### src/fe_cfg_pkg.sv
// front end configuration constants.
// address, stack, tag and instruction widths plus boot address.

package fe_cfg_pkg;

  ////////////////////////////////////////
  // address space
  ////////////////////////////////////////

  localparam int vaddr_width_lp = 32;              // every pc is this wide.
  localparam int instr_width_lp = 32;              // one uncompressed word.

  localparam logic [vaddr_width_lp-1:0] boot_pc_lp = 32'h8000_0000; // first fetch.

  ////////////////////////////////////////
  // return address stack
  ////////////////////////////////////////

  localparam int ras_idx_width_lp   = 3;                       // top pointer width.
  localparam int ras_num_entries_lp = 1 << ras_idx_width_lp;   // 8 entries.

  ////////////////////////////////////////
  // instruction tags / checkpoints
  ////////////////////////////////////////

  localparam int tag_width_lp = 4;                   // tag per accepted word.
  localparam int num_tags_lp  = 1 << tag_width_lp;   // one checkpoint slot per tag.

endpackage : fe_cfg_pkg

### src/fe_types_pkg.sv
// instruction class enum, predecode result struct and
// the RISC-V encodings the predecoder looks at.

package fe_types_pkg;

  import fe_cfg_pkg::*;

  ////////////////////////////////////////
  // rv32 encodings
  ////////////////////////////////////////

  localparam logic [6:0] opcode_jal_lp   = 7'b1101111;  // jal.
  localparam logic [6:0] opcode_jalr_lp  = 7'b1100111;  // jalr.
  localparam logic [2:0] funct3_jalr_lp  = 3'b000;      // only legal jalr funct3.

  localparam logic [4:0] reg_x0_lp = 5'd0;   // zero register.
  localparam logic [4:0] reg_ra_lp = 5'd1;   // x1, ra.
  localparam logic [4:0] reg_t0_lp = 5'd5;   // x5, alternate link.

  ////////////////////////////////////////
  // predecode output
  ////////////////////////////////////////

  typedef enum logic [1:0]
  {
    e_cls_other  = 2'b00,   // runs on as pc plus 4.
    e_cls_call   = 2'b01,   // jal with link rd.
    e_cls_return = 2'b10    // jalr x0, link rs1.
  } instr_class_e;

  typedef struct packed
  {
    instr_class_e              instr_class;  // what kind of control transfer.
    logic [vaddr_width_lp-1:0] jal_target;   // pc plus j-immediate.
    logic [vaddr_width_lp-1:0] link_addr;    // pc plus 4.
  } predecode_s;

endpackage : fe_types_pkg

### src/fe_ras_if.sv
// push, pop and checkpoint signals between pc generator and stack.

`timescale 1ns/1ps

interface fe_ras_if
  import fe_cfg_pkg::*;
  ();

  logic                        push_en;      // push at next edge.
  logic [vaddr_width_lp-1:0]   push_pc;      // return address to push.
  logic                        pop_en;       // pop at next edge.
  logic [vaddr_width_lp-1:0]   pop_pc;       // top entry, combinational.
  logic [ras_idx_width_lp-1:0] ckpt_ptr;     // current top pointer.
  logic                        restore_v;    // load pointer, beats push/pop.
  logic [ras_idx_width_lp-1:0] restore_ptr;  // pointer to load.

  // pc generator side.
  modport pcgen_mp
  (
    output push_en, push_pc, pop_en, restore_v, restore_ptr,
    input  pop_pc, ckpt_ptr
  );

  // stack side.
  modport ras_mp
  (
    input  push_en, push_pc, pop_en, restore_v, restore_ptr,
    output pop_pc, ckpt_ptr
  );

endinterface : fe_ras_if

### src/fe_predecode.sv
// call / return predecoder.
// computes jal target and link address for the fetched word.

`timescale 1ns/1ps

module fe_predecode
  import fe_cfg_pkg::*;
  import fe_types_pkg::*;
(
  input  logic [instr_width_lp-1:0] instr_i,   // fetched word.
  input  logic [vaddr_width_lp-1:0] pc_i,      // its address.
  output predecode_s                decode_o   // class and addresses.
);

  ////////////////////////////////////////
  // field extraction
  ////////////////////////////////////////

  logic [6:0] opcode;
  logic [4:0] rd;
  logic [4:0] rs1;
  logic [2:0] funct3;

  assign opcode = instr_i[6:0];    // major opcode.
  assign rd     = instr_i[11:7];   // destination.
  assign funct3 = instr_i[14:12];  // jalr needs 000.
  assign rs1    = instr_i[19:15];  // jalr base.

  logic is_jal;
  logic is_jalr;
  logic rd_is_link;
  logic rs1_is_link;

  assign is_jal      = (opcode == opcode_jal_lp);
  assign is_jalr     = (opcode == opcode_jalr_lp) && (funct3 == funct3_jalr_lp);
  assign rd_is_link  = (rd == reg_ra_lp) || (rd == reg_t0_lp);    // x1 or x5.
  assign rs1_is_link = (rs1 == reg_ra_lp) || (rs1 == reg_t0_lp);  // x1 or x5.

  ////////////////////////////////////////
  // j-immediate and addresses
  ////////////////////////////////////////

  // imm[20|10:1|11|19:12] scattered over bits 31:12, sign from bit 31.
  logic [vaddr_width_lp-1:0] jal_imm;

  assign jal_imm = {{(vaddr_width_lp-20){instr_i[31]}},  // sign extension.
                    instr_i[19:12],                      // imm[19:12].
                    instr_i[20],                         // imm[11].
                    instr_i[30:21],                      // imm[10:1].
                    1'b0};                               // halfword aligned.

  assign decode_o.jal_target = pc_i + jal_imm;                      // pc relative.
  assign decode_o.link_addr  = pc_i + vaddr_width_lp'(4);           // next word.

  ////////////////////////////////////////
  // classification
  ////////////////////////////////////////

  always_comb
  begin
    decode_o.instr_class = e_cls_other;             // default, fall through.
    if (is_jal && rd_is_link)
    begin
      decode_o.instr_class = e_cls_call;            // jal ra / jal t0.
    end
    else if (is_jalr && rs1_is_link && (rd == reg_x0_lp))
    begin
      decode_o.instr_class = e_cls_return;          // ret form only.
    end
  end

endmodule : fe_predecode

### src/fe_ras.sv
// return address stack.
// circular top pointer with checkpoint restore.

`timescale 1ns/1ps

module fe_ras
  import fe_cfg_pkg::*;
(
  input  logic    clk_i,
  input  logic    reset_i,
  fe_ras_if.ras_mp ras              // push / pop / restore port.
);

  ////////////////////////////////////////
  // state
  ////////////////////////////////////////

  logic [ras_idx_width_lp-1:0] top_ptr_r;   // points at topmost valid entry.
  logic [ras_idx_width_lp-1:0] top_ptr_n;   // next pointer value.
  logic [ras_idx_width_lp-1:0] push_idx;    // slot above the top.

  logic [ras_num_entries_lp-1:0][vaddr_width_lp-1:0] ras_entries;  // stack storage.

  assign push_idx = top_ptr_r + 1'b1;       // wraps past the last entry.

  // reads come straight off the top, no bypass of a same-cycle push.
  assign ras.pop_pc   = ras_entries[top_ptr_r];
  assign ras.ckpt_ptr = top_ptr_r;          // snapshot for the checkpoint table.

  ////////////////////////////////////////
  // pointer update
  ////////////////////////////////////////

  always_comb
  begin
    if (ras.restore_v)
    begin
      top_ptr_n = ras.restore_ptr;          // misprediction recovery.
    end
    else if (ras.push_en)
    begin
      top_ptr_n = push_idx;                 // overflow wraps.
    end
    else if (ras.pop_en)
    begin
      top_ptr_n = top_ptr_r - 1'b1;         // underflow wraps too.
    end
    else
    begin
      top_ptr_n = top_ptr_r;                // hold.
    end
  end

  always_ff @(posedge clk_i)
  begin
    if (reset_i)
    begin
      top_ptr_r   <= '0;                    // first push lands in entry 1.
      ras_entries <= '0;
    end
    else
    begin
      top_ptr_r <= top_ptr_n;
      if (ras.push_en && !ras.restore_v)
      begin
        ras_entries[push_idx] <= ras.push_pc;  // oldest entry overwritten on overflow.
      end
    end
  end

  ////////////////////////////////////////
  // checks
  ////////////////////////////////////////

  // the pc generator only ever sees one class per accepted word.
  push_pop_excl_a : assert property (@(posedge clk_i) disable iff (reset_i)
    !(ras.push_en && ras.pop_en))
    else $error("ras push and pop asserted together");

endmodule : fe_ras

### src/fe_ckpt_table.sv
// checkpoint table of stack top pointers.
// one slot per tag, combinational read.

`timescale 1ns/1ps

module fe_ckpt_table
  import fe_cfg_pkg::*;
(
  input  logic                        clk_i,
  input  logic                        reset_i,
  input  logic                        wr_en_i,    // instruction accepted.
  input  logic [tag_width_lp-1:0]     wr_tag_i,   // its tag.
  input  logic [ras_idx_width_lp-1:0] wr_ptr_i,   // pointer before it.
  input  logic [tag_width_lp-1:0]     rd_tag_i,   // redirect tag.
  output logic [ras_idx_width_lp-1:0] rd_ptr_o    // pointer to restore.
);

  logic [ras_idx_width_lp-1:0] ptr_mem_r [num_tags_lp];  // one pointer per tag.

  always_ff @(posedge clk_i)
  begin
    if (reset_i)
    begin
      for (int i = 0; i < num_tags_lp; i++)
      begin
        ptr_mem_r[i] <= '0;                 // all slots point at the empty stack.
      end
    end
    else if (wr_en_i)
    begin
      ptr_mem_r[wr_tag_i] <= wr_ptr_i;      // slot reused once tags wrap.
    end
  end

  assign rd_ptr_o = ptr_mem_r[rd_tag_i];    // same-cycle restore.

  ////////////////////////////////////////
  // checks
  ////////////////////////////////////////

  // tag counter in the pc generator must be out of reset and defined.
  wr_tag_known_a : assert property (@(posedge clk_i) disable iff (reset_i)
    wr_en_i |-> !$isunknown(wr_tag_i))
    else $error("checkpoint write with unknown tag");

endmodule : fe_ckpt_table

### src/fe_pc_gen.sv
// pc register, next-pc select and tag counter.
// drives stack push/pop/restore and checkpoint writes.

`timescale 1ns/1ps

module fe_pc_gen
  import fe_cfg_pkg::*;
  import fe_types_pkg::*;
(
  input  logic                        clk_i,
  input  logic                        reset_i,
  input  logic                        instr_v_i,       // word for pc_o is valid.
  input  logic [instr_width_lp-1:0]   instr_i,
  input  logic                        redirect_v_i,    // back end redirect.
  input  logic [tag_width_lp-1:0]     redirect_tag_i,
  input  logic [vaddr_width_lp-1:0]   redirect_pc_i,
  input  logic [ras_idx_width_lp-1:0] ckpt_ptr_i,      // read back from table.
  output logic [vaddr_width_lp-1:0]   pc_o,
  output logic [tag_width_lp-1:0]     tag_o,
  output logic                        ckpt_wr_en_o,
  output logic [tag_width_lp-1:0]     ckpt_wr_tag_o,
  output logic [ras_idx_width_lp-1:0] ckpt_wr_ptr_o,
  output logic [tag_width_lp-1:0]     ckpt_rd_tag_o,
  fe_ras_if.pcgen_mp                  ras             // stack control.
);

  logic [vaddr_width_lp-1:0] pc_r;      // current fetch address.
  logic [vaddr_width_lp-1:0] pc_n;
  logic [tag_width_lp-1:0]   tag_r;     // tag for the word at pc_r.
  logic                      accept;    // word taken this cycle.
  predecode_s                decode;

  fe_predecode predecode
  (
    .instr_i  (instr_i),
    .pc_i     (pc_r),
    .decode_o (decode)
  );

  assign accept = instr_v_i && !redirect_v_i;   // redirect drops the word.

  ////////////////////////////////////////
  // next pc
  ////////////////////////////////////////

  always_comb
  begin
    if (redirect_v_i)
      pc_n = redirect_pc_i;
    else if (!accept)
      pc_n = pc_r;                              // no word, hold.
    else if (decode.instr_class == e_cls_call)
      pc_n = decode.jal_target;
    else if (decode.instr_class == e_cls_return)
      pc_n = ras.pop_pc;                        // top before the pop.
    else
      pc_n = decode.link_addr;                  // sequential.
  end

  always_ff @(posedge clk_i)
  begin
    if (reset_i)
    begin
      pc_r  <= boot_pc_lp;
      tag_r <= '0;
    end
    else
    begin
      pc_r <= pc_n;
      if (accept)
        tag_r <= tag_r + 1'b1;                  // wraps after 15.
    end
  end

  assign pc_o  = pc_r;
  assign tag_o = tag_r;

  ////////////////////////////////////////
  // stack and checkpoint control
  ////////////////////////////////////////

  assign ras.push_en     = accept && (decode.instr_class == e_cls_call);
  assign ras.push_pc     = decode.link_addr;        // return lands after the jal.
  assign ras.pop_en      = accept && (decode.instr_class == e_cls_return);
  assign ras.restore_v   = redirect_v_i;
  assign ras.restore_ptr = ckpt_ptr_i;              // pointer before the tagged word.

  assign ckpt_wr_en_o  = accept;                    // every accepted word checkpoints.
  assign ckpt_wr_tag_o = tag_r;
  assign ckpt_wr_ptr_o = ras.ckpt_ptr;              // pointer before this word.
  assign ckpt_rd_tag_o = redirect_tag_i;

  // targets come from predecode, the stack or the back end.
  pc_aligned_a : assert property (@(posedge clk_i) disable iff (reset_i)
    pc_r[1:0] == 2'b00)
    else $error("fetch pc not word aligned");

endmodule : fe_pc_gen

### src/fe_ras_top.sv
// fetch return-prediction top.
// pc generator, return address stack and checkpoint table.

`timescale 1ns/1ps

module fe_ras_top
  import fe_cfg_pkg::*;
(
  input  logic                      clk_i,
  input  logic                      reset_i,
  input  logic                      instr_v_i,
  input  logic [instr_width_lp-1:0] instr_i,
  input  logic                      redirect_v_i,
  input  logic [tag_width_lp-1:0]   redirect_tag_i,
  input  logic [vaddr_width_lp-1:0] redirect_pc_i,
  output logic [vaddr_width_lp-1:0] pc_o,
  output logic [tag_width_lp-1:0]   tag_o
);

  fe_ras_if ras_if ();                          // pc gen <-> stack.

  logic                        ckpt_wr_en;
  logic [tag_width_lp-1:0]     ckpt_wr_tag;
  logic [ras_idx_width_lp-1:0] ckpt_wr_ptr;
  logic [tag_width_lp-1:0]     ckpt_rd_tag;
  logic [ras_idx_width_lp-1:0] ckpt_rd_ptr;

  fe_pc_gen pc_gen
  (
    .clk_i          (clk_i),
    .reset_i        (reset_i),
    .instr_v_i      (instr_v_i),
    .instr_i        (instr_i),
    .redirect_v_i   (redirect_v_i),
    .redirect_tag_i (redirect_tag_i),
    .redirect_pc_i  (redirect_pc_i),
    .ckpt_ptr_i     (ckpt_rd_ptr),
    .pc_o           (pc_o),
    .tag_o          (tag_o),
    .ckpt_wr_en_o   (ckpt_wr_en),
    .ckpt_wr_tag_o  (ckpt_wr_tag),
    .ckpt_wr_ptr_o  (ckpt_wr_ptr),
    .ckpt_rd_tag_o  (ckpt_rd_tag),
    .ras            (ras_if.pcgen_mp)
  );

  fe_ras ras
  (
    .clk_i   (clk_i),
    .reset_i (reset_i),
    .ras     (ras_if.ras_mp)
  );

  fe_ckpt_table ckpt_table
  (
    .clk_i    (clk_i),
    .reset_i  (reset_i),
    .wr_en_i  (ckpt_wr_en),
    .wr_tag_i (ckpt_wr_tag),
    .wr_ptr_i (ckpt_wr_ptr),
    .rd_tag_i (ckpt_rd_tag),
    .rd_ptr_o (ckpt_rd_ptr)
  );

endmodule : fe_ras_top

### config.mk
export PLATFORM = sky130hd
export DESIGN_NAME = fe_ras_top
export DESIGN_NICKNAME = d
export VERILOG_FILES = /design/src/fe_cfg_pkg.sv /design/src/fe_types_pkg.sv /design/src/fe_ras_if.sv /design/src/fe_predecode.sv /design/src/fe_ras.sv /design/src/fe_ckpt_table.sv /design/src/fe_pc_gen.sv /design/src/fe_ras_top.sv
export SDC_FILE = /design/constraint.sdc
export NUM_CORES = 1
export LEC_CHECK = 0
export ABC_CLOCK_PERIOD_IN_PS = 3100
export BUFFER_PORTS_ARGS = -buffer_cell sky130_fd_sc_hd__buf_2
export CORE_ASPECT_RATIO = 0.5
export CORE_UTILIZATION = 50
export DETAILED_ROUTE_END_ITERATION = 6
export MAX_ROUTING_LAYER = met4
export PLACE_DENSITY = 0.7
export SYNTH_ARGS = -nofsm -noshare
export SYNTH_HDL_FRONTEND = slang
export SYNTH_SLANG_ARGS = --single-unit
### constraint.sdc
create_clock -name clk_i -period 3.1 [get_ports clk_i]
set_input_delay 0.155 -clock clk_i [delete_from_list [all_inputs] [get_ports clk_i]]
set_output_delay 0.155 -clock clk_i [all_outputs]
set_load 0.01 [all_outputs]
==> results of run 1 <==
kinds of logic (layout without fill, tap and decap cells):
| kind of cell | after synthesis | after routing | synth area share, % |
|---|---|---|---|
| and+or+nand+nor | 866 | 866 | 21.1 |
| AOI/OAI and AO/OA | 467 | 467 | 15.3 |
| DFF | 343 | 343 | 41.5 |
| buffers and inverters | 190 | 319 | 4.37 |
| muxes | 111 | 111 | 11.9 |
| xor gates and xnor gates | 58 | 58 | 3.13 |
| adders and majority gates | 38 | 38 | 2.73 |
layout make-up:
cell class                 instances  area [um2]
fill                            3038       14200
multi-input combinational       1540        9620
sequential                       343        7350
timing repair buffer             238        1680
clock buffer                      40         860
tap                              475         594
clock inverter                    16         199
inverter                          25        93.8
cells in the mapped netlist, types with 4 or more instances:
cell,count,area (um2)
buf_2,35,175
xnor2_2,5,81.3
dfxtp_1,295,5910
a21o_1,17,128
nor2_1,98,368
buf_1,10,37.5
clkbuf_1,115,432
o21a_1,5,37.5
a211oi_1,27,203
or3_1,10,62.6
ha_1,37,463
nand4_1,14,87.6
a31oi_1,6,37.5
xnor2_1,33,289
nor2b_1,5,31.3
o21bai_1,5,37.5
xor2_1,19,166
mux4_2,79,1780
inv_1,23,86.3
a21oi_1,310,1550
or2_2,17,106
and2_1,23,144
nor3_1,53,265
or4_1,4,30.0
o211ai_1,13,97.6
nand2b_1,4,25.0
o21ai_0,34,170
o22ai_1,5,31.3
nor4_1,12,75.1
nand3_1,18,90.1
and3_1,5,31.3
nand2_1,578,2170
buf_4,4,30.0
and4_1,4,35.0
edfxtp_1,48,1440
o2111ai_1,5,43.8
mux2i_1,30,300
a21boi_0,8,60.1
path summary, 6_finish.rpt:
path / from / slack (ns) / endpoint
worst max register to register: pc_gen.pc_o[2]$_SDFFE_PP0P_ / 0.26 / pc_gen.pc_o[28]$_SDFFE_PP0P_
worst min register to register: ras.ras_entries[212]$_SDFFE_PP0P_ / 0.45 / ras.ras_entries[212]$_SDFFE_PP0P_
worst max-delay path: pc_gen.pc_o[2]$_SDFFE_PP0P_ / 0.26 / pc_gen.pc_o[28]$_SDFFE_PP0P_
worst min-delay path: redirect_pc_i[21] / 0.05 / pc_gen.pc_o[21]$_SDFFE_PP0P_
layer usage:
metal	wire length, um	vias to the layer above	global-route usage (%)
met1	24000	7698	42.5
met5	0	-	-
li1	-	7443	-
met4	1110	0	6.54
met3	5130	77	6.36
met2	24700	625	47.3
metrics by stage:
step	hold WS (ns)	area (um2)	setup slack [ns]	std cells	util, %
floorplan	0.297	17700	0.0283	2073	-
global placement	0.391	19100	0.222	2594	55.0
detailed placement	0.401	19100	0.187	2594	55.0
CTS	0.0173	20400	0.170	2677	58.9
global route	0.0562	20400	0.118	2677	58.9
finish	0.0464	20400	0.255	2677	58.9
worst max-delay path, stage by stage (launching register included):
cell      delay (ns)
dfxtp_1         0.38
ha_1            0.26
a211oi_1        0.39
o21ai_0         0.22
a32oi_1         0.31
a21oi_1         0.20
o31ai_4         0.31
o211ai_1        0.16
nor4b_1         0.16
or3_1           0.34
power groups by stage:
stage / Clock [mW] / Combinational, mW / Sequential (mW)
2_1_floorplan: 0 / 0.728 / 4.72
3_3_place_gp: 0 / 1.14 / 4.73
3_5_place_dp: 0 / 1.13 / 4.73
4_1_cts: 4.13 / 1.17 / 4.63
5_1_grt: 4.29 / 1.28 / 4.63
6_report: 4.10 / 1.19 / 4.63
timing repair:
action,CTS,global route
resized for setup,0,1
endpoints found under the hold margin,43,0
endpoints found under the setup margin,0,1
hold buffers,27,0
setup buffers,0,0
state kept, by name, summed over array words and instances, names as in the netlist:
| signal | flops |
|---|---|
| ras.ras_entries | 256 |
| ckpt_table.ptr_mem_r | 48 |
| pc_gen.pc_o | 32 |
| pc_gen.ckpt_wr_tag_o | 4 |
| ras.ras.ckpt_ptr | 3 |
==> results.py, run 1 <==
metrics = {
    "run_status": {
        "status": "completed",
    },
    "detailed_routing": {
        "first_pass_iters": 5,
        "first_iter_violations": 1891,
        "wl_um": 54900,
        "antenna_left": 0,
        "drc": 0,
        "viasPerCell": 5.92,
        "dr_total_vias": 15800,
        "wl_per_cell_um": 20.5,
    },
    "sta": {
        "tightestPinTransition_ns": 1.07,
        "slew_viol_final": 0,
        "relSlewSlack_pct": 28.9,
        "finalHoldViolations": 0,
        "period_share_pct": 91.8,
        "grt_setup_unrepaired": "no",
        "final.setup.tns_ns": 0,
        "period_needed_ns": 2.84,
        "worst_clock_skew_ns": 0.0312,
        "max_freq_mhz": 352,
        "setup_viol": 0,
    },
    "synthesis": {
        "ys_seq_area_share_pct": 41.5,
        "synth.ff_latch_count": 343,
        "synth-edff-count": 48,
        "ys_async_sr_fraction_pct": 0,
        "ys.flop_type": "dfxtp_1",
        "synth_area_um2": 17700,
        "synth_warnings": 0,
        "syn_area_per_cell_um2": 8.53,
        "synthDistinctLibCells": 78,
        "syn_inst": 2073,
        "syn_nets": 2183,
    },
    "cells_and_area": {
        "area_growth_pct": 15.4,
        "mostFrequentLayoutCells": "nand2_1, a21oi_1, dfxtp_1",
        "final_common_cell": "nand2_1",
        "antennaDiodeCount": 0,
        "finalNetCount": 2289,
        "drive_gt1_share_pct": 17.7,
    },
    "cts": {
        "worst_skew_pair.late_latency_ns": 0.61,
        "clkTransAtPathRegs_ns": 0.07,
        "cts_tree": "yes",
        "cts_buffers": 31,
        "cts_sinks": 343,
        "cts_root_buf": "clkbuf_16",
        "clock_path_buffers": 3,
        "htree_levels": 1,
    },
    "worst_setup_path": {
        "cp.arrival_ns": 3.32,
        "critical_path_class": "flip-flop to flip-flop",
        "worstPathMaxFanout": 4,
        "cp-end-kind": "flip-flop",
        "cp.required_ns": 3.57,
        "cp-start-kind": "flip-flop",
        "r2r_cells": 9,
    },
    "die": {
        "die_h_um": 135,
        "initial_core_util_pct": 51.0,
        "num_rows": 48,
        "coreArea_um2": 34700,
        "io_pins": 108,
        "dieWidth_um": 268,
        "die_area_um2": 36200,
    },
    "power": {
        "power_frac_seq_pct": 46.6,
        "switching_share_pct": 26.3,
        "p_int_mw": 7.32,
        "p_leak_nw": 7.12,
        "p_comb_share_pct": 12.0,
        "power_mw": 9.93,
        "powerDensity_nw_per_um2": 486,
        "power_switching_mw": 2.61,
        "clockPowerShare_pct": 41.3,
        "vdd.ir_drop.worst_v": 0.000428,
    },
    "grt": {
        "antenna_found_initial": 0,
        "grt_pass1_wl_um": 84000,
        "grt_usage_pct": 31.0,
        "grt_pass1_vias": 14700,
        "overflow": 0,
        "grt_max_degree": 105,
    },
    "min_path": {
        "min_path_type": "input pin to flip-flop",
        "whs_path_depth": 4,
    },
    "job": {
        "max_cap_viol_count": 0,
    },
    "placement": {
        "portBuffers": 107,
        "dp_hpwl_um": 36600,
        "finalWeightedCongestion": 0.994,
    },
}
No activity file was read; power rests on OpenSTA's default activity.
==> run 2: changes to the inputs <==
Settings changed: REMOVE_ABC_BUFFERS set to 1.
==> run 2 against run 1 <==
  * Global-route usage is 0.47 points lower
  * Register-to-register slack better by 0.05 ns
  * Worst hold slack worse by 0.021 ns
  * Die area unchanged
  * Utilization shrank 0.60 points
  * Combinational power fell by 3%
  * Count of clock-buffer cells in the layout is 2 higher
  * First-iteration DRC count is 18% lower
  * Largest cell class unchanged
==> results.py, run 2 (synthesis gave the netlist of run 1 again) <==
metrics = {
    "run_status": {
        "status": "completed",
    },
    "detailed_routing": {
        "first_iter_violations": 1543,
        "viasPerCell": 5.91,
        "dr_total_vias": 15700,
        "wl_per_cell_um": 20.1,
        "met3_length_um": 3950,
        "first_pass_iters": 6,
        "antenna_left": 0,
        "top_layer_used": "met4",
        "wl_um": 53400,
        "wl_met2_um": 24900,
        "wl_met1_um": 23300,
        "drc": 0,
    },
    "grt": {
        "grt_max_degree": 176,
        "overflow": 0,
        "grt_pass1_vias": 14800,
        "grt_usage_pct": 30.5,
        "grt_pass1_wl_um": 83700,
        "antenna_found_initial": 0,
    },
    "cts": {
        "cts_tree": "yes",
        "worst_skew_pair.late_latency_ns": 0.59,
        "cts_sinks": 343,
        "postCtsSetupBuffers": 0,
        "cts_buffers": 31,
        "clkTransAtPathRegs_ns": 0.08,
        "cts_root_buf": "clkbuf_16",
        "clock_path_buffers": 3,
        "htree_levels": 1,
    },
    "sta": {
        "period_share_pct": 90.1,
        "finalHoldViolations": 0,
        "grt_setup_unrepaired": "no",
        "fin_ws_ns": 0.307,
        "worst_clock_skew_ns": 0.0259,
        "relSlewSlack_pct": 41.1,
        "setup_viol": 0,
        "period_needed_ns": 2.79,
        "slew_viol_final": 0,
        "max_freq_mhz": 358,
        "tightestPinTransition_ns": 0.884,
    },
    "die": {
        "die_h_um": 135,
        "num_rows": 48,
        "initial_core_util_pct": 51.0,
        "die_area_um2": 36200,
        "dieWidth_um": 268,
        "io_pins": 108,
        "coreArea_um2": 34700,
    },
    "worst_setup_path": {
        "cp.required_ns": 3.58,
        "cp.arrival_ns": 3.28,
        "cp-start-kind": "flip-flop",
        "worstPathMaxFanout": 4,
        "critical_path_class": "flip-flop to flip-flop",
        "cp-end-kind": "flip-flop",
    },
    "power": {
        "p_comb_share_pct": 12.1,
        "power_switching_mw": 2.52,
        "powerDensity_nw_per_um2": 471,
        "clockPowerShare_pct": 39.3,
        "p_int_mw": 7.00,
        "vdd.ir_drop.worst_v": 0.000399,
        "power_frac_seq_pct": 48.6,
        "power_mw": 9.52,
        "p_leak_nw": 6.99,
        "switching_share_pct": 26.5,
    },
    "cells_and_area": {
        "antennaDiodeCount": 0,
        "nFillCells": 3078,
        "final_common_cell": "nand2_1",
        "post-route-util_pct": 58.3,
        "stdcell_area_um2": 20200,
        "mostFrequentLayoutCells": "nand2_1, a21oi_1, dfxtp_1",
        "fin_cells": 2658,
        "area_growth_pct": 14.2,
        "finalNetCount": 2268,
        "regMostFlops": "ras.ras_entries",
        "drive_gt1_share_pct": 16.8,
        "largest_reg_flops": 256,
    },
    "placement": {
        "dp_hpwl_um": 34600,
        "portBuffers": 107,
        "placed_cell_area_um2": 19000,
        "finalWeightedCongestion": 0.987,
        "dp_cells": 2575,
        "place_ws_ns": 0.306,
    },
    "job": {
        "max_cap_viol_count": 0,
    },
    "min_path": {
        "min_path_type": "input pin to flip-flop",
    },
}
-- run 2: changes by cell type in the layout (fill, tap and decap cells not counted), moves of 3 or more --
cell	delta
buf_12	+5
buf_4	-24
bufinv_16	-3
clkbuf_1	+5
clkbuf_8	-3
-- run 2: metrics by stage --
stage / setup TNS [ns] / hold WS (ns)
3_3_place_gp: 0 / 0.401
2_1_floorplan: -950.35 / 0.224
5_1_grt: 0 / 0.0243
4_1_cts: 0 / 0.00745
6_report: 0 / 0.0250
3_5_place_dp: 0 / 0.398
-- run 2: cell type report --
cell class | instances | area (um2) | share of cell area (%)
flip-flops and latches | 343 | 7350 | 36.4
repair buffers | 217 | 1580 | 7.84
multi-input cells | 1540 | 9620 | 47.6
inverters | 25 | 93.8 | 0.465
clock buffers | 42 | 837 | 4.14
clock inverters | 16 | 114 | 0.564
well taps | 475 | 594 | 2.94
-- run 2: power groups by stage --
stage	registers (mW)	logic (mW)	clock network (mW)
2_1_floorplan	4.77	0.585	0
5_1_grt	4.63	1.24	3.96
3_3_place_gp	4.72	1.10	0
3_5_place_dp	4.73	1.10	0
4_1_cts	4.62	1.13	3.78
6_report	4.63	1.15	3.74
-- run 2: final timing paths --
| kind | startpoint | end | slack [ns] | cells after the start |
|---|---|---|---|---|
| worst max-delay path | pc_gen.pc_o[2]$_SDFFE_PP0P_ | pc_gen.pc_o[28]$_SDFFE_PP0P_ | 0.31 | 9 |
| worst min-delay path | redirect_pc_i[24] | pc_gen.pc_o[24]$_SDFFE_PP0P_ | 0.03 | 6 |
| worst min register to register | ras.ras_entries[72]$_SDFFE_PP0P_ | ras.ras_entries[72]$_SDFFE_PP0P_ | 0.45 | 2 |
| worst max register to register | pc_gen.pc_o[2]$_SDFFE_PP0P_ | pc_gen.pc_o[28]$_SDFFE_PP0P_ | 0.31 | 9 |
-- run 2: per-layer routing --
layer	vias to the layer above	GRT usage (%)
met1	7583	41.5
met5	-	-
met3	96	3.85
li1	7399	-
met4	0	7.59
met2	644	48.3
-- run 2: critical path, cell delays in order (launching register included) --
cell and delay [ns]:
dfxtp_1 0.31, ha_1 0.28, a211oi_1 0.40, o21ai_0 0.22, a32oi_1 0.31, a21oi_1 0.19
o31ai_4 0.31, o211ai_1 0.17, nor4b_1 0.16, or3_1 0.33
-- run 2: what timing repair did --
item                                   CTS  global route
hold buffers                            25             0
resized for setup                        0             2
endpoints found under the hold margin   25             0
setup endpoints to repair                0             1
==> run 3: changes to the inputs <==
--- a/config.mk
+++ b/config.mk
@@ -15,2 +15,3 @@
 export REMOVE_ABC_BUFFERS = 1
+export SETUP_SLACK_MARGIN = 0.2
 export SYNTH_ARGS = -nofsm -noshare
--- a/constraint.sdc
+++ b/constraint.sdc
@@ -3,2 +3,2 @@
 set_output_delay 0.155 -clock clk_i [all_outputs]
-set_load 0.01 [all_outputs]
+set_load 0.1 [all_outputs]
==> run 3 against run 2 <==
  * Count of clock-buffer cells in the layout rose by 8
  * Sequential power hardly changed
  * Largest cell class unchanged
  * Maximum frequency grew 3.3%
  * Flip-flop and latch count is the same
  * Setup slack gained 0.091 ns
  * Clock skew is 0.0015 ns lower
==> results.py, run 3 (synthesis gave the netlist of run 1 again) <==
metrics = {
    "run_status": {
        "status": "completed",
    },
    "min_path": {
        "min_path_type": "input pin to flip-flop",
    },
    "die": {
        "die_area_um2": 36200,
        "initial_core_util_pct": 51.0,
        "dieWidth_um": 268,
        "io_pins": 108,
        "num_rows": 48,
        "die_h_um": 135,
        "coreArea_um2": 34700,
    },
    "sta": {
        "setup_viol": 0,
        "finalHoldViolations": 0,
        "grt_setup_unrepaired": "no",
        "tightestPinTransition_ns": 0.875,
        "relSlewSlack_pct": 41.7,
        "period_share_pct": 87.2,
        "worst_clock_skew_ns": 0.0244,
        "slew_viol_final": 0,
        "max_freq_mhz": 370,
        "period_needed_ns": 2.70,
        "final.setup.tns_ns": 0,
        "holdWs_ns": 0.0252,
    },
    "grt": {
        "grt_pass1_vias": 14600,
        "antenna_found_initial": 0,
        "grt_pass1_wl_um": 82900,
        "overflow": 0,
        "grt_max_degree": 176,
        "grt_usage_pct": 30.4,
    },
    "job": {
        "max_cap_viol_count": 0,
    },
    "worst_setup_path": {
        "cp-start-kind": "flip-flop",
        "cpPeakStageDelay_ns": 0.49,
        "path_cells": "and4_1 > nand3_4 > nor3_2 > nand3_1 > xnor2_2 > o21ai_0 > o22ai_1 > or3_1",
        "path_buf_inv": 0,
        "critical_path_class": "flip-flop to flip-flop",
        "cp-end-kind": "flip-flop",
        "cpLargestDelayFamily": "simple AND/OR/NAND/NOR gates",
        "cp.required_ns": 3.54,
        "worstPathMaxFanout": 9,
        "crit_slowest_cell": "dfxtp_1",
        "cp.arrival_ns": 3.14,
    },
    "detailed_routing": {
        "top_layer_used": "met4",
        "dr_total_vias": 15700,
        "wl_met1_um": 23100,
        "antenna_left": 0,
        "wl_met2_um": 25200,
        "drc": 0,
        "met3_length_um": 3990,
        "wl_per_cell_um": 20.2,
        "first_iter_violations": 1546,
        "wl_um": 53600,
        "first_pass_iters": 5,
        "viasPerCell": 5.91,
    },
    "placement": {
        "placed_cell_area_um2": 19000,
        "dp_hpwl_um": 34400,
        "dp_cells": 2574,
        "portBuffers": 107,
        "finalWeightedCongestion": 0.987,
    },
    "cts": {
        "clock_path_buffers": 3,
        "clkTransAtPathRegs_ns": 0.07,
        "cts_root_buf": "clkbuf_16",
        "cts_buffers": 34,
        "htree_levels": 2,
        "cts_tree": "yes",
        "cts_sinks": 343,
        "worst_skew_pair.late_latency_ns": 0.55,
    },
    "cells_and_area": {
        "mostFrequentLayoutCells": "nand2_1, a21oi_1, dfxtp_1",
        "fin_cells": 2660,
        "antennaDiodeCount": 0,
        "final_common_cell": "nand2_1",
        "area_growth_pct": 15.3,
        "finalNetCount": 2271,
        "drive_gt1_share_pct": 17.3,
        "nFillCells": 3063,
        "stdcell_area_um2": 20400,
        "largest_reg_flops": 256,
        "regMostFlops": "ras.ras_entries",
    },
    "power": {
        "switching_share_pct": 27.4,
        "powerDensity_nw_per_um2": 499,
        "clockPowerShare_pct": 41.1,
        "p_comb_share_pct": 13.4,
        "power_mw": 10.2,
        "vdd.ir_drop.worst_v": 0.000301,
        "power_switching_mw": 2.79,
        "p_leak_nw": 7.07,
        "p_int_mw": 7.38,
        "power_frac_seq_pct": 45.5,
    },
}
-- run 3: changes by cell type in the layout (fill, tap and decap cells not counted), moves of 2 or more --
cell           change
dlygate4sd3_1      -2
clkinv_1           -2
clkbuf_8           +2
clkbuf_1           +2
clkbuf_16          +4
clkinv_2           -7
-- run 3: through the flow --
step	worst slack, ns	utilization (%)
3_3_place_gp	0.326	54.8
2_1_floorplan	-3.77	-
4_1_cts	0.313	58.6
5_1_grt	0.221	58.9
6_report	0.397	58.9
3_5_place_dp	0.312	54.8
-- run 3: cell type report --
class / instances / area, um2 / share of cell area, %
Sequential cell: 343 / 7350 / 36.1
Multi-Input combinational cell: 1540 / 9670 / 47.4
Timing Repair Buffer: 217 / 1580 / 7.76
Clock buffer: 50 / 972 / 4.77
Clock inverter: 10 / 125 / 0.613
Inverter: 25 / 93.8 / 0.460
Tap cell: 475 / 594 / 2.91
-- run 3: worst paths after layout --
kind                            cells past startpoint                               end  slack, ns                             start
worst min-delay path                                4      pc_gen.pc_o[21]$_SDFFE_PP0P_       0.03                 redirect_pc_i[21]
worst max register to register                      8      pc_gen.pc_o[28]$_SDFFE_PP0P_       0.40       pc_gen.pc_o[5]$_SDFFE_PP0P_
worst min register to register                      2  ras.ras_entries[86]$_SDFFE_PP0P_       0.45  ras.ras_entries[86]$_SDFFE_PP0P_
worst max-delay path                                8      pc_gen.pc_o[28]$_SDFFE_PP0P_       0.40       pc_gen.pc_o[5]$_SDFFE_PP0P_
-- run 3: worst register-to-register path: stages, from the launching register on --
cell	delay, ns
dfxtp_1	0.49
and4_1	0.47
nand3_4	0.19
nor3_2	0.29
nand3_1	0.18
xnor2_2	0.26
o21ai_0	0.23
o22ai_1	0.12
or3_1	0.39
-- run 3: metal layers --
| layer | vias up | track usage, % |
|---|---|---|
| li1 | 7421 | - |
| met3 | 118 | 4.32 |
| met2 | 653 | 48.1 |
| met1 | 7529 | 40.7 |
| met4 | 0 | 8.73 |
| met5 | - | - |
-- run 3: power by group through the flow --
stage / Sequential, mW / Clock (mW) / Combinational [mW]
floorplan: 4.98 / 0 / 0.586
global placement: 4.72 / 0 / 1.31
detailed placement: 4.72 / 0 / 1.31
CTS: 4.63 / 4.22 / 1.34
global route: 4.63 / 4.42 / 1.45
finish: 4.63 / 4.18 / 1.36
-- run 3: what timing repair did --
action                     in CTS  in global routing
hold endpoints to repair       23                  0
hold buffers                   23                  0
resized for setup               0                 13
setup endpoints to repair       0                  6
setup buffers                   0                  3
